===== config.mk =====
export PLATFORM = sky130hd
export DESIGN_NAME = photon_correlator
export DESIGN_NICKNAME = d
export VERILOG_FILES = /design/src/rtl/correlator_pkg.sv /design/src/rtl/uart_rx.sv /design/src/rtl/uart_tx.sv /design/src/rtl/cmd_parser.sv /design/src/rtl/pulse_correlator.sv /design/src/rtl/packet_framer.sv /design/src/rtl/photon_correlator.sv
export VERILOG_INCLUDE_DIRS = /design/src /design/src/rtl
export SDC_FILE = /design/constraint.sdc
export NUM_CORES = 1
export LEC_CHECK = 0
export ABC_AREA = 1
export BUFFER_PORTS_ARGS = -buffer_cell sky130_fd_sc_hd__buf_2
export CAP_MARGIN = 5
export CORE_MARGIN = 2
export CORE_UTILIZATION = 63
export DETAILED_ROUTE_END_ITERATION = 8
export PLACE_DENSITY = 0.79
export SLEW_MARGIN = 20
export SYNTH_ARGS = -nofsm -noshare
export SYNTH_HDL_FRONTEND = slang
export SYNTH_SLANG_ARGS = --single-unit

===== constraint.sdc =====
create_clock -name intclk -period 6.6 [get_ports intclk]
set_clock_uncertainty 0.1 [all_clocks]
set_input_delay 1.32 -clock intclk [delete_from_list [all_inputs] [get_ports intclk]]
set_output_delay 1.32 -clock intclk [all_outputs]
set_load 0.05 [all_outputs]

===== src/rtl/correlator_settings.svh =====
`ifndef CORRELATOR_SETTINGS_SVH
`define CORRELATOR_SETTINGS_SVH

// Detector channels and the pairs between them.
`define NUM_LINES 4
`define NUM_BASELINES 6

// Every counter wraps at this width.
`define COUNT_WIDTH 16

// UART bit period in intclk cycles.
`define CLKS_PER_BIT 16

// ********************
// Packet layout
// ********************
`define PACKET_HEADER 8'hA5
`define PACKET_BYTES 22

`endif


===== src/rtl/correlator_pkg.sv =====
package correlator_pkg;

	`include "correlator_settings.svh"

	typedef logic [`COUNT_WIDTH-1:0] count_t;

	// Host command bytes.
	typedef enum logic [7:0] {
		CMD_START      = 8'h01,
		CMD_STOP       = 8'h02,
		CMD_CLEAR      = 8'h03,
		CMD_SET_INVERT = 8'h04
	} cmd_opcode_t;

	typedef enum logic [1:0] {
		IDLE,
		START,
		DATA,
		STOP
	} uart_state_t;

	typedef enum logic {
		WAIT_CMD,
		WAIT_ARG
	} parse_state_t;

	// Framer sequencer states.
	typedef enum logic [1:0] {
		FRAME_IDLE,
		FRAME_SEND,
		FRAME_WAIT_DONE
	} frame_state_t;

endpackage


===== src/rtl/uart_rx.sv =====
`timescale 1ns/1ns
`include "correlator_settings.svh"

module uart_rx (
	input  logic       intclk,
	input  logic       arst_n,
	input  logic       rx_line,
	output logic [7:0] rx_data,
	output logic       rx_valid
);
	import correlator_pkg::*;

	localparam int CNT_W = $clog2(`CLKS_PER_BIT);
	localparam int HALF_BIT = `CLKS_PER_BIT / 2;

	uart_state_t      state;
	logic             rx_meta;
	logic             rx_sync;
	logic [CNT_W-1:0] baud_cnt;
	logic [2:0]       bit_idx;
	logic             bit_end;

	assign bit_end = (baud_cnt == CNT_W'(`CLKS_PER_BIT - 1));

	// Line idles high.
	always_ff @(posedge intclk or negedge arst_n) begin
		if (!arst_n) begin
			rx_meta <= 1'b1;
			rx_sync <= 1'b1;
		end else begin
			rx_meta <= rx_line;
			rx_sync <= rx_meta;
		end
	end

	// ********************
	// Bit sampling FSM
	// ********************
	always_ff @(posedge intclk or negedge arst_n) begin
		if (!arst_n) begin
			state    <= IDLE;
			baud_cnt <= '0;
			bit_idx  <= '0;
			rx_valid <= 1'b0;
		end else begin
			rx_valid <= 1'b0;
			case (state)
				IDLE: begin
					baud_cnt <= '0;
					if (!rx_sync) begin
						state <= START;
					end
				end
				START: begin
					if (baud_cnt == CNT_W'(HALF_BIT - 1)) begin
						// A high line at mid start bit is a glitch.
						baud_cnt <= '0;
						bit_idx  <= '0;
						state    <= rx_sync ? IDLE : DATA;
					end else begin
						baud_cnt <= baud_cnt + 1'b1;
					end
				end
				DATA: begin
					baud_cnt <= bit_end ? '0 : baud_cnt + 1'b1;
					if (bit_end) begin
						bit_idx <= bit_idx + 1'b1;
						if (bit_idx == 3'd7) begin
							state <= STOP;
						end
					end
				end
				STOP: begin
					baud_cnt <= bit_end ? '0 : baud_cnt + 1'b1;
					if (bit_end) begin
						// Framing check on the stop bit.
						rx_valid <= rx_sync;
						state    <= IDLE;
					end
				end
				default: state <= IDLE;
			endcase
		end
	end

	// LSB first.
	always_ff @(posedge intclk) begin
		if (state == DATA && bit_end) begin
			rx_data <= {rx_sync, rx_data[7:1]};
		end
	end

endmodule


===== src/rtl/uart_tx.sv =====
`timescale 1ns/1ns
`include "correlator_settings.svh"

module uart_tx (
	input  logic       intclk,
	input  logic       arst_n,
	input  logic       tx_start,
	input  logic [7:0] tx_byte,
	output logic       tx_line,
	output logic       tx_busy
);
	import correlator_pkg::*;

	localparam int CNT_W = $clog2(`CLKS_PER_BIT);

	uart_state_t      state;
	logic [CNT_W-1:0] baud_cnt;
	logic [2:0]       bit_idx;
	logic [7:0]       shift_reg;
	logic             bit_end;

	assign bit_end = (baud_cnt == CNT_W'(`CLKS_PER_BIT - 1));
	assign tx_busy = (state != IDLE);

	always_ff @(posedge intclk or negedge arst_n) begin
		if (!arst_n) begin
			state    <= IDLE;
			baud_cnt <= '0;
			bit_idx  <= '0;
			tx_line  <= 1'b1;
		end else begin
			case (state)
				IDLE: begin
					baud_cnt <= '0;
					if (tx_start) begin
						tx_line <= 1'b0;
						state   <= START;
					end
				end
				START: begin
					baud_cnt <= bit_end ? '0 : baud_cnt + 1'b1;
					if (bit_end) begin
						bit_idx <= '0;
						tx_line <= shift_reg[0];
						state   <= DATA;
					end
				end
				DATA: begin
					baud_cnt <= bit_end ? '0 : baud_cnt + 1'b1;
					if (bit_end) begin
						bit_idx <= bit_idx + 1'b1;
						if (bit_idx == 3'd7) begin
							tx_line <= 1'b1;
							state   <= STOP;
						end else begin
							tx_line <= shift_reg[1];
						end
					end
				end
				STOP: begin
					baud_cnt <= bit_end ? '0 : baud_cnt + 1'b1;
					if (bit_end) begin
						state <= IDLE;
					end
				end
				default: state <= IDLE;
			endcase
		end
	end

	// Byte latch and shifter.
	always_ff @(posedge intclk) begin
		if (state == IDLE && tx_start) begin
			shift_reg <= tx_byte;
		end else if (state == DATA && bit_end) begin
			shift_reg <= {1'b0, shift_reg[7:1]};
		end
	end

endmodule


===== src/rtl/cmd_parser.sv =====
`timescale 1ns/1ns
`include "correlator_settings.svh"

module cmd_parser (
	input  logic                  intclk,
	input  logic                  arst_n,
	input  logic [7:0]            rx_data,
	input  logic                  rx_valid,
	output logic                  integrating,
	output logic                  clear_counts,
	output logic                  send_request,
	output logic [`NUM_LINES-1:0] invert_mask
);
	import correlator_pkg::*;

	parse_state_t state;
	cmd_opcode_t  opcode;

	assign opcode = cmd_opcode_t'(rx_data);

	// ********************
	// Command decode
	// ********************
	always_ff @(posedge intclk or negedge arst_n) begin
		if (!arst_n) begin
			state        <= WAIT_CMD;
			integrating  <= 1'b0;
			clear_counts <= 1'b0;
			send_request <= 1'b0;
			invert_mask  <= '0;
		end else begin
			// Strobes last one cycle.
			clear_counts <= 1'b0;
			send_request <= 1'b0;
			if (rx_valid) begin
				case (state)
					WAIT_CMD: begin
						case (opcode)
							CMD_START: begin
								integrating <= 1'b1;
							end
							CMD_STOP: begin
								integrating  <= 1'b0;
								send_request <= 1'b1;
							end
							CMD_CLEAR: begin
								clear_counts <= 1'b1;
							end
							CMD_SET_INVERT: begin
								state <= WAIT_ARG;
							end
							default: begin
								// Unknown bytes are ignored.
								state <= WAIT_CMD;
							end
						endcase
					end
					WAIT_ARG: begin
						// Argument byte of the invert command.
						invert_mask <= rx_data[`NUM_LINES-1:0];
						state       <= WAIT_CMD;
					end
					default: state <= WAIT_CMD;
				endcase
			end
		end
	end

endmodule


===== src/rtl/pulse_correlator.sv =====
`timescale 1ns/1ns
`include "correlator_settings.svh"

module pulse_correlator (
	input  logic                                        intclk,
	input  logic                                        arst_n,
	input  logic [`NUM_LINES-1:0]                       line_in,
	input  logic [`NUM_LINES-1:0]                       invert_mask,
	input  logic                                        integrating,
	input  logic                                        clear_counts,
	output correlator_pkg::count_t [`NUM_LINES-1:0]     channel_counts,
	output correlator_pkg::count_t [`NUM_BASELINES-1:0] baseline_counts
);
	import correlator_pkg::*;

	logic [`NUM_LINES-1:0]     line_meta;
	logic [`NUM_LINES-1:0]     line_sync;
	logic [`NUM_LINES-1:0]     line_level;
	logic [`NUM_LINES-1:0]     line_pulse;
	logic [`NUM_BASELINES-1:0] coincidence;

	// ********************
	// Line conditioning
	// ********************
	always_ff @(posedge intclk or negedge arst_n) begin
		if (!arst_n) begin
			line_meta <= '0;
			line_sync <= '0;
		end else begin
			line_meta <= line_in;
			line_sync <= line_meta;
		end
	end

	// Rising edge after the optional inversion.
	always_ff @(posedge intclk or negedge arst_n) begin
		if (!arst_n) begin
			line_level <= '0;
			line_pulse <= '0;
		end else begin
			line_level <= line_sync ^ invert_mask;
			line_pulse <= (line_sync ^ invert_mask) & ~line_level;
		end
	end

	// Pair (i,j) maps to baseline i*(2N-i-1)/2 + j-i-1.
	for (genvar i = 0; i < `NUM_LINES; i++) begin : g_row
		for (genvar j = i + 1; j < `NUM_LINES; j++) begin : g_col
			localparam int BASE = i * (2 * `NUM_LINES - i - 1) / 2 + j - i - 1;

			assign coincidence[BASE] = line_pulse[i] & line_pulse[j];
		end
	end

	// ********************
	// Counters
	// ********************
	always_ff @(posedge intclk or negedge arst_n) begin
		if (!arst_n) begin
			channel_counts  <= '0;
			baseline_counts <= '0;
		end else if (clear_counts) begin
			channel_counts  <= '0;
			baseline_counts <= '0;
		end else if (integrating) begin
			for (int c = 0; c < `NUM_LINES; c++) begin
				channel_counts[c] <= channel_counts[c] + count_t'(line_pulse[c]);
			end
			for (int b = 0; b < `NUM_BASELINES; b++) begin
				baseline_counts[b] <= baseline_counts[b] + count_t'(coincidence[b]);
			end
		end
	end

endmodule


===== src/rtl/packet_framer.sv =====
`timescale 1ns/1ns
`include "correlator_settings.svh"

module packet_framer (
	input  logic                                        intclk,
	input  logic                                        arst_n,
	input  logic                                        send_request,
	input  correlator_pkg::count_t [`NUM_LINES-1:0]     channel_counts,
	input  correlator_pkg::count_t [`NUM_BASELINES-1:0] baseline_counts,
	input  logic                                        tx_busy,
	output logic                                        tx_start,
	output logic [7:0]                                  tx_byte
);
	import correlator_pkg::*;

	localparam int COUNT_BYTES = `COUNT_WIDTH / 8;
	localparam int PAYLOAD_BYTES = `PACKET_BYTES - 2;
	localparam int BASE_OFFSET = `NUM_LINES * COUNT_BYTES;
	localparam int IDX_W = $clog2(`PACKET_BYTES);

	frame_state_t     state;
	logic [IDX_W-1:0] byte_idx;
	logic [7:0]       checksum;
	logic [7:0]       cur_byte;
	logic             accept;
	logic [7:0]       snapshot [PAYLOAD_BYTES];

	assign accept = (state == FRAME_IDLE) && send_request;

	// Counts high byte first.
	always_ff @(posedge intclk) begin
		if (accept) begin
			for (int c = 0; c < `NUM_LINES; c++) begin
				for (int k = 0; k < COUNT_BYTES; k++) begin
					snapshot[c*COUNT_BYTES + k] <= channel_counts[c][(COUNT_BYTES-1-k)*8 +: 8];
				end
			end
			for (int b = 0; b < `NUM_BASELINES; b++) begin
				for (int k = 0; k < COUNT_BYTES; k++) begin
					snapshot[BASE_OFFSET + b*COUNT_BYTES + k] <=
						baseline_counts[b][(COUNT_BYTES-1-k)*8 +: 8];
				end
			end
		end
	end

	always_comb begin
		if (byte_idx == '0) begin
			cur_byte = `PACKET_HEADER;
		end else if (byte_idx == IDX_W'(`PACKET_BYTES - 1)) begin
			cur_byte = checksum;
		end else begin
			cur_byte = snapshot[byte_idx - 1'b1];
		end
	end

	// ********************
	// Byte sequencer
	// ********************
	always_ff @(posedge intclk or negedge arst_n) begin
		if (!arst_n) begin
			state    <= FRAME_IDLE;
			byte_idx <= '0;
			checksum <= '0;
			tx_start <= 1'b0;
			tx_byte  <= '0;
		end else begin
			tx_start <= 1'b0;
			case (state)
				FRAME_IDLE: begin
					if (send_request) begin
						byte_idx <= '0;
						checksum <= '0;
						state    <= FRAME_SEND;
					end
				end
				FRAME_SEND: begin
					if (!tx_busy) begin
						tx_start <= 1'b1;
						tx_byte  <= cur_byte;
						checksum <= checksum ^ cur_byte;
						state    <= FRAME_WAIT_DONE;
					end
				end
				FRAME_WAIT_DONE: begin
					// Busy rises a cycle after the start strobe.
					if (!tx_busy && !tx_start) begin
						if (byte_idx == IDX_W'(`PACKET_BYTES - 1)) begin
							state <= FRAME_IDLE;
						end else begin
							byte_idx <= byte_idx + 1'b1;
							state    <= FRAME_SEND;
						end
					end
				end
				default: state <= FRAME_IDLE;
			endcase
		end
	end

endmodule


===== src/rtl/photon_correlator.sv =====
`timescale 1ns/1ns
`include "correlator_settings.svh"

module photon_correlator (
	input  logic                  intclk,
	input  logic                  arst_n,
	input  logic [`NUM_LINES-1:0] line_in,
	input  logic                  uart_rx_line,
	output logic                  uart_tx_line
);
	import correlator_pkg::*;

	logic [7:0]                      rx_data;
	logic                            rx_valid;
	logic                            integrating;
	logic                            clear_counts;
	logic                            send_request;
	logic [`NUM_LINES-1:0]           invert_mask;
	count_t [`NUM_LINES-1:0]         channel_counts;
	count_t [`NUM_BASELINES-1:0]     baseline_counts;
	logic                            tx_start;
	logic [7:0]                      tx_byte;
	logic                            tx_busy;

	// ********************
	// Host link
	// ********************
	uart_rx u_uart_rx (
		.intclk   (intclk),
		.arst_n   (arst_n),
		.rx_line  (uart_rx_line),
		.rx_data  (rx_data),
		.rx_valid (rx_valid)
	);

	cmd_parser u_cmd_parser (
		.intclk       (intclk),
		.arst_n       (arst_n),
		.rx_data      (rx_data),
		.rx_valid     (rx_valid),
		.integrating  (integrating),
		.clear_counts (clear_counts),
		.send_request (send_request),
		.invert_mask  (invert_mask)
	);

	pulse_correlator u_pulse_correlator (
		.intclk          (intclk),
		.arst_n          (arst_n),
		.line_in         (line_in),
		.invert_mask     (invert_mask),
		.integrating     (integrating),
		.clear_counts    (clear_counts),
		.channel_counts  (channel_counts),
		.baseline_counts (baseline_counts)
	);

	// Result path back to the host.
	packet_framer u_packet_framer (
		.intclk          (intclk),
		.arst_n          (arst_n),
		.send_request    (send_request),
		.channel_counts  (channel_counts),
		.baseline_counts (baseline_counts),
		.tx_busy         (tx_busy),
		.tx_start        (tx_start),
		.tx_byte         (tx_byte)
	);

	uart_tx u_uart_tx (
		.intclk   (intclk),
		.arst_n   (arst_n),
		.tx_start (tx_start),
		.tx_byte  (tx_byte),
		.tx_line  (uart_tx_line),
		.tx_busy  (tx_busy)
	);

endmodule


# --- Word level (Yosys, flattened, before mapping) ---
# Memories as Yosys holds them, arrays and structs flattened.
# Cells that the tools add are included.
classes:
  n_addsub: 16
  n_eq_ne: 32
  n_reduce_logical: 33
  n_bitwise: 12
  mux: 64
op_table:
  columns: ["op", "n"]
  rows:
  - ["96-bit two-way mux", 2]
  - ["16-bit by 1-bit adder with 16-bit output", 10]
  - ["64-bit two-way mux", 2]
  - ["8-bit two-way mux", 6]
  - ["2-bit two-way mux", 14]
  - ["1-bit two-way mux", 18]
  - ["2-bit by 1-bit inequality test with 1-bit output, second input constant", 9]
  - ["8-bit by 2-bit equality test with 1-bit output, second input constant", 2]
  - ["2-bit case mux with 4 select lines", 2]
  - ["8-bit case mux with 2 select lines", 1]
  - ["2-bit nonzero test", 8]
  - ["5-bit two-way mux", 3]
  - ["3-bit AND reduction", 5]
  - ["3-bit two-way mux", 4]
  - ["4-bit two-way mux", 3]
  - ["3-bit case mux with 2 select lines", 2]
  - ["4-bit case mux with 3 select lines", 1]
  - ["2-bit equality test, second input constant", 5]
  - ["2-bit inequality test, second input constant", 5]
  - ["5-bit case mux with 2 select lines", 1]
  - ["5-bit AND reduction", 2]
  - ["4-bit by 1-bit adder with 4-bit output, second input constant", 2]
  - ["4-bit equality test, second input constant", 2]
  - ["8-bit by 1-bit equality test with 1-bit output, second input constant", 1]
  - ["27 further kinds", 47]
word_totals:
  mem_bits_rw: 160
  memories: 1
  word_cells: 194
  reg_bits: 246
  in_bits: 7
  out_inout_bits: 1
mem_list:
  columns: ["memory", "depth", "width", "rd", "rd_ports_with_merged_regs", "wr", "line_no", "source"]
  rows:
  - ["u_packet_framer.snapshot", 20, 8, 1, 0, 20, "packet_framer.sv:26", "logic [7:0] snapshot [PAYLOAD_BYTES];"]

# --- Depth between registers and ports, before layout ---
# An unclocked memory read counts as a cell.
depth:
  word_depth: 7
  depth_mapped: 15
  ltp_nobuf: 15

# --- By module ---
# From an unflattened synthesis, not the netlist that was laid out.
unflattened:
  cells_unflattened: 2186
  hier_area_um2: 19124.6
modules_own_cells:
  columns: ["mod", "area_per_inst_um2", "instances", "cells_per_inst"]
  rows:
  - ["pulse_correlator", 9180.1, 1, 1251]
  - ["packet_framer", 7781.2, 1, 727]
  - ["uart_tx", 994.7, 1, 96]
  - ["uart_rx", 787.0, 1, 67]
  - ["cmd_parser", 381.6, 1, 45]

# --- Least setup slack after synthesis ---
# OpenSTA, ideal clock, no wires.
synth_timing:
  path_type: "reg-to-reg"
  start: "register u_packet_framer.state[1]"
  end: "register u_packet_framer.byte_idx[3]"
  t_arrival_ns: 4.605
  setup_slack_ns: 1.768
  n_path_buf: 0
  path_stages_with_launch: 9
  cell_sequence: "dfrtp_1 nor2_1 nand2_1 inv_1 nor2_1 inv_1 nand4_1 o21ai_0 a21oi_1"
synth_between:
  elab_chain_len: 3
  elab_cells_between_ends: 8
  classes_between: "eq/ne (4); mux (1); reduce/logical (3)"
synth_rtl:
  columns: ["element", "line_no", "source"]
  rows:
  - ["start: declaration", "packet_framer.sv:21", "frame_state_t state;"]
  - ["start signal: assignment", "packet_framer.sv:62", "state <= FRAME_IDLE;"]
  - ["start signal: assignment", "packet_framer.sv:74", "state <= FRAME_SEND;"]
  - ["start signal: assignment", "packet_framer.sv:82", "state <= FRAME_WAIT_DONE;"]
  - ["2-bit equality test / 2-bit zero test (equally long branches)", "packet_framer.sv:69", "case (state)"]
  - ["2-bit inequality test (no source line), or another cell as far along", null, null]
  - ["4-bit AND reduction (no source line)", null, null]
  - ["end signal: assignment", "packet_framer.sv:91", "byte_idx <= byte_idx + 1'b1;"]
  - ["end: declaration", "packet_framer.sv:22", "logic [IDX_W-1:0] byte_idx;"]
# Several ways; a longest one is shown, not always the timed one.
# A chain may end at the register's enable or synchronous reset.

# --- Final worst setup path ---
layout_timing:
  start: "register u_cmd_parser.integrating"
  end: "register u_pulse_correlator.baseline_counts[94] in the netlist's numbering"
layout_between:
  elab_chain_len: 1
layout_rtl:
  columns: ["element", "line_no", "source"]
  rows:
  - ["start: declaration", "cmd_parser.sv:9", "output logic integrating,"]
  - ["start signal: assignment", "cmd_parser.sv:27", "integrating <= 1'b0;"]
  - ["start signal: assignment", "cmd_parser.sv:40", "integrating <= 1'b1;"]
  - ["start signal: assignment", "cmd_parser.sv:43", "integrating <= 1'b0;"]
  - ["2-bit nonzero test (no source line)", null, null]
  - ["end signal: indexed assignment", "pulse_correlator.sv:70", "baseline_counts[b] <= baseline_counts[b] + count_t'(coincidence[b]);"]
  - ["end: declaration", "pulse_correlator.sv:12", "output correlator_pkg::count_t [`NUM_BASELINES-1:0] baseline_counts"]
# No other way between the ends.

==> results.toml <==
[final_layout]
stdcell_area_mm2 = 0.0202
largest_register = "u_packet_framer.snapshot"
largest_registers = "u_packet_framer.snapshot (160), u_pulse_correlator.baseline_counts (96), u_pulse_correlator.channel_counts (64)"
drive_gt1_frac = 0.0777
nFillCells = 2111
nets = 1992
antenna_cells = 0
register_area_mm2 = 0.0110
final_cells = 2365
largest_register_ff_count = 160
multi_input_area_mm2 = 0.00616
syn_to_final_growth_pct = 10.5

[die]
start_util = 0.638
die_w_um = 175
fp.dieH_um = 175
ioPinCount = 8
rows = 62
die_area_mm2 = 0.0305
core_area_mm2 = 0.0287

[cts]
cts_resized = 0
clk-insertion-delay-late_ns = 0.54
path_clk_slew_ns = 0.06
htreeDepth = 2
cts_setup_buffers = 0
cts_made_buffers = 43
cts_tree = "yes"
clockBufferDepth = 3
numClockSinks = 406
cts_hold_buf = 0
clockRootBuffer = "clkbuf_16"

[power]
irDropWorstVdd_mv = 0.222
p_leak_nw = 8.97
powerDensity_mw_per_mm2 = 267

[yosys]
synthTopCellsByArea = "dfrtp_1 31%, edfxtp_1 29%, nand2_1 9.7%"
synth_edf_count = 176
synth.avg_cell_area_um2 = 9.42
async_flop_share = 0.567
syn_area_mm2 = 0.0183
synth_flop_cell = "dfrtp_1"
synth_top_area_frac = 0.310
ys_warn_count = 0
syn-instance-count = 1945
ys_seq_area_frac = 0.603
syn_nets = 1990
ys_ff_latch = 406
synth_top_area_cell = "dfrtp_1"
synth.distinct_cells = 48

[placed_design]
place_area_mm2 = 0.0187
dp.cells = 2286
io_buffers = 7
place_congestion = 0.861
place_hpwl_um = 25800

[worst_setup_path]
critPathKind = "flop to flop"
ff2ff_setup_slack_ns = 3.50
critPathMaxStageDelay_ns = 0.63
critPathMaxFanout = 39
cp-start-kind = "flop"
slowest_stage = "clkinv_2"
timing.critical_path.mode_cell = "nor2_1"
required_ns = 6.91
path_cells = "buf_4, nor2_4, buf_4, clkinv_2, and3_1, nand3_1, nor2_1, nand3_1, nor2_1, a21oi_1, nor2_1"
crit_arrival_ns = 3.42
worst_setup_path_end_kind = "flop"

[sta]
relSlewSlack = 0.288
hold_viol = 0
tightest_slew_ns = 1.07
period_minus_slack_ns = 3.10
slew_viol_final = 0
tns_ns = 0
setup_viol = 0
rsz0062_at_grt = "no"
max_freq_mhz = 322
period_share = 0.470

[drt]
ant_nets = 0
drc = 0
drtIter0Drc = 1235
via_count = 13500
routedWlPerCell_um = 17.2
drt-total-wl_um = 40700
dr.pass1.iters = 6
vias_per_cell = 5.71

[global_routing]
grtUsageTotal = 0.275
grt_antenna_before_repair = 0
gr-total-overflow = 0
grt_start_max_net_pins = 128
grt_pass1_vias = 13500
grt_pass1_wl_um = 67400

[job]
cap_violations = 0

[worst_hold_path]
hold_path_class = "flop to flop"

[run_status]
outcome = "completed"
cell usage after synthesis, types with 3 or more instances:
cell type,n
buf_1,4
nand4_1,18
nand3_1,176
a31oi_1,11
inv_1,225
o21ai_0,101
nor2_4,6
nor2_2,9
xor2_1,8
mux2_2,3
nand2_2,5
o21a_1,7
dfstp_2,3
buf_2,11
nor3_1,63
o31ai_1,5
clkbuf_1,40
edfxtp_1,176
nor2_1,143
or2_2,7
ha_1,38
a21oi_1,125
o22ai_1,5
nor4_1,9
nand2_1,471
nor3_2,16
o21ai_1,6
dfrtp_1,227
path summary, 6_finish.rpt:
path / startpoint / end / cells past startpoint
min in group asynchronous: arst_n / u_pulse_correlator.baseline_counts[15]$_DFFE_PN0P_ / 1
max: u_cmd_parser.integrating$_DFFE_PN0P_ / u_pulse_correlator.baseline_counts[94]$_DFFE_PN0P_ / 11
max in group asynchronous: arst_n / u_cmd_parser.clear_counts$_DFF_PN0_ / 2
min reg2reg: u_pulse_correlator.line_meta[1]$_DFF_PN0_ / u_pulse_correlator.line_sync[1]$_DFF_PN0_ / 0
max reg2reg: u_cmd_parser.integrating$_DFFE_PN0P_ / u_pulse_correlator.baseline_counts[94]$_DFFE_PN0P_ / 11
min: u_pulse_correlator.line_meta[1]$_DFF_PN0_ / u_pulse_correlator.line_sync[1]$_DFF_PN0_ / 0
report_power, final:
part           internal (mW)  switching (mW)
clock network           1.63           0.994
logic                 0.0384          0.0907
registers               2.64          0.0178
logic make-up (layout without fill, tap and decap cells):
| logic type | Yosys count | in the layout | share of synthesized area |
|---|---|---|---|
| AOI/OAI and AO/OA | 267 | 267 | 0.0770 |
| xor gates and xnor gates | 12 | 12 | 0.00656 |
| adders and majority gates | 38 | 38 | 0.0260 |
| buffers and inverters | 288 | 324 | 0.0611 |
| DFF | 406 | 406 | 0.603 |
| muxes | 3 | 3 | 0.00184 |
| and+or+nand+nor | 931 | 931 | 0.225 |
cell type report:
cell class / count / share of cell area
Clock inverter: 25 / 0.0170
Tap cell: 384 / 0.0237
Inverter: 229 / 0.0428
Sequential cell: 406 / 0.546
Timing Repair Buffer: 16 / 0.00618
Clock buffer: 54 / 0.0603
Multi-Input combinational cell: 1251 / 0.304
through the flow:
| stage | power (mW) | worst slack, ns | hold WS, ns | util |
|---|---|---|---|---|
| 2_1_floorplan | 2.78 | 1.77 | 0.231 | - |
| 5_1_grt | 5.56 | 3.28 | 0.260 | 0.705 |
| 3_3_place_gp | 2.83 | 3.25 | 0.232 | 0.651 |
| 4_1_cts | 5.43 | 3.54 | 0.256 | 0.705 |
| 6_report | 5.41 | 3.50 | 0.253 | 0.705 |
| 3_5_place_dp | 2.84 | 3.57 | 0.242 | 0.651 |
layout by cell type (no fill, tap or decap), drive strengths merged:
cell type / count
a211oi: 2
o21ai: 107
nor2: 158
nor3b: 3
dfrtp: 227
a21oi: 125
a31o: 1
o21a: 7
clkbuf: 54
o22ai: 5
a31oi: 11
dfstp: 3
clkinvlp: 5
buf: 16
edfxtp: 176
a22oi: 1
nor4: 10
nand3: 178
ha: 38
a32o: 2
nor3: 79
xnor2: 3
mux2: 3
inv: 229
or2: 7
and3: 2
nand4: 18
bufinv: 8
o31ai: 5
nand2: 476
clkinv: 12
o211ai: 1
xor2: 9
layer usage:
metal  wire length [um]  part of all wire  vias to the layer above  GRT usage
li1                   -                 -                     6473          -
met1              17400              0.43                     6494      0.380
met2              19700              0.48                      443      0.454
met3               2360             0.058                       97     0.0361
met4               1220             0.030                        0     0.0941
met5                  0                 0                        -          0
worst max-delay path: cells and delay by family, from the launching register on:
| family | cells | cell delay (ns) |
|---|---|---|
| AO/OA/AOI/OAI | 1 | 0.15 |
| buffers and inverters | 3 | 1.41 |
| flip-flops | 1 | 0.36 |
| AND/OR/NAND/NOR | 7 | 0.94 |
Note: power is estimated with default switching activity, not from simulation.
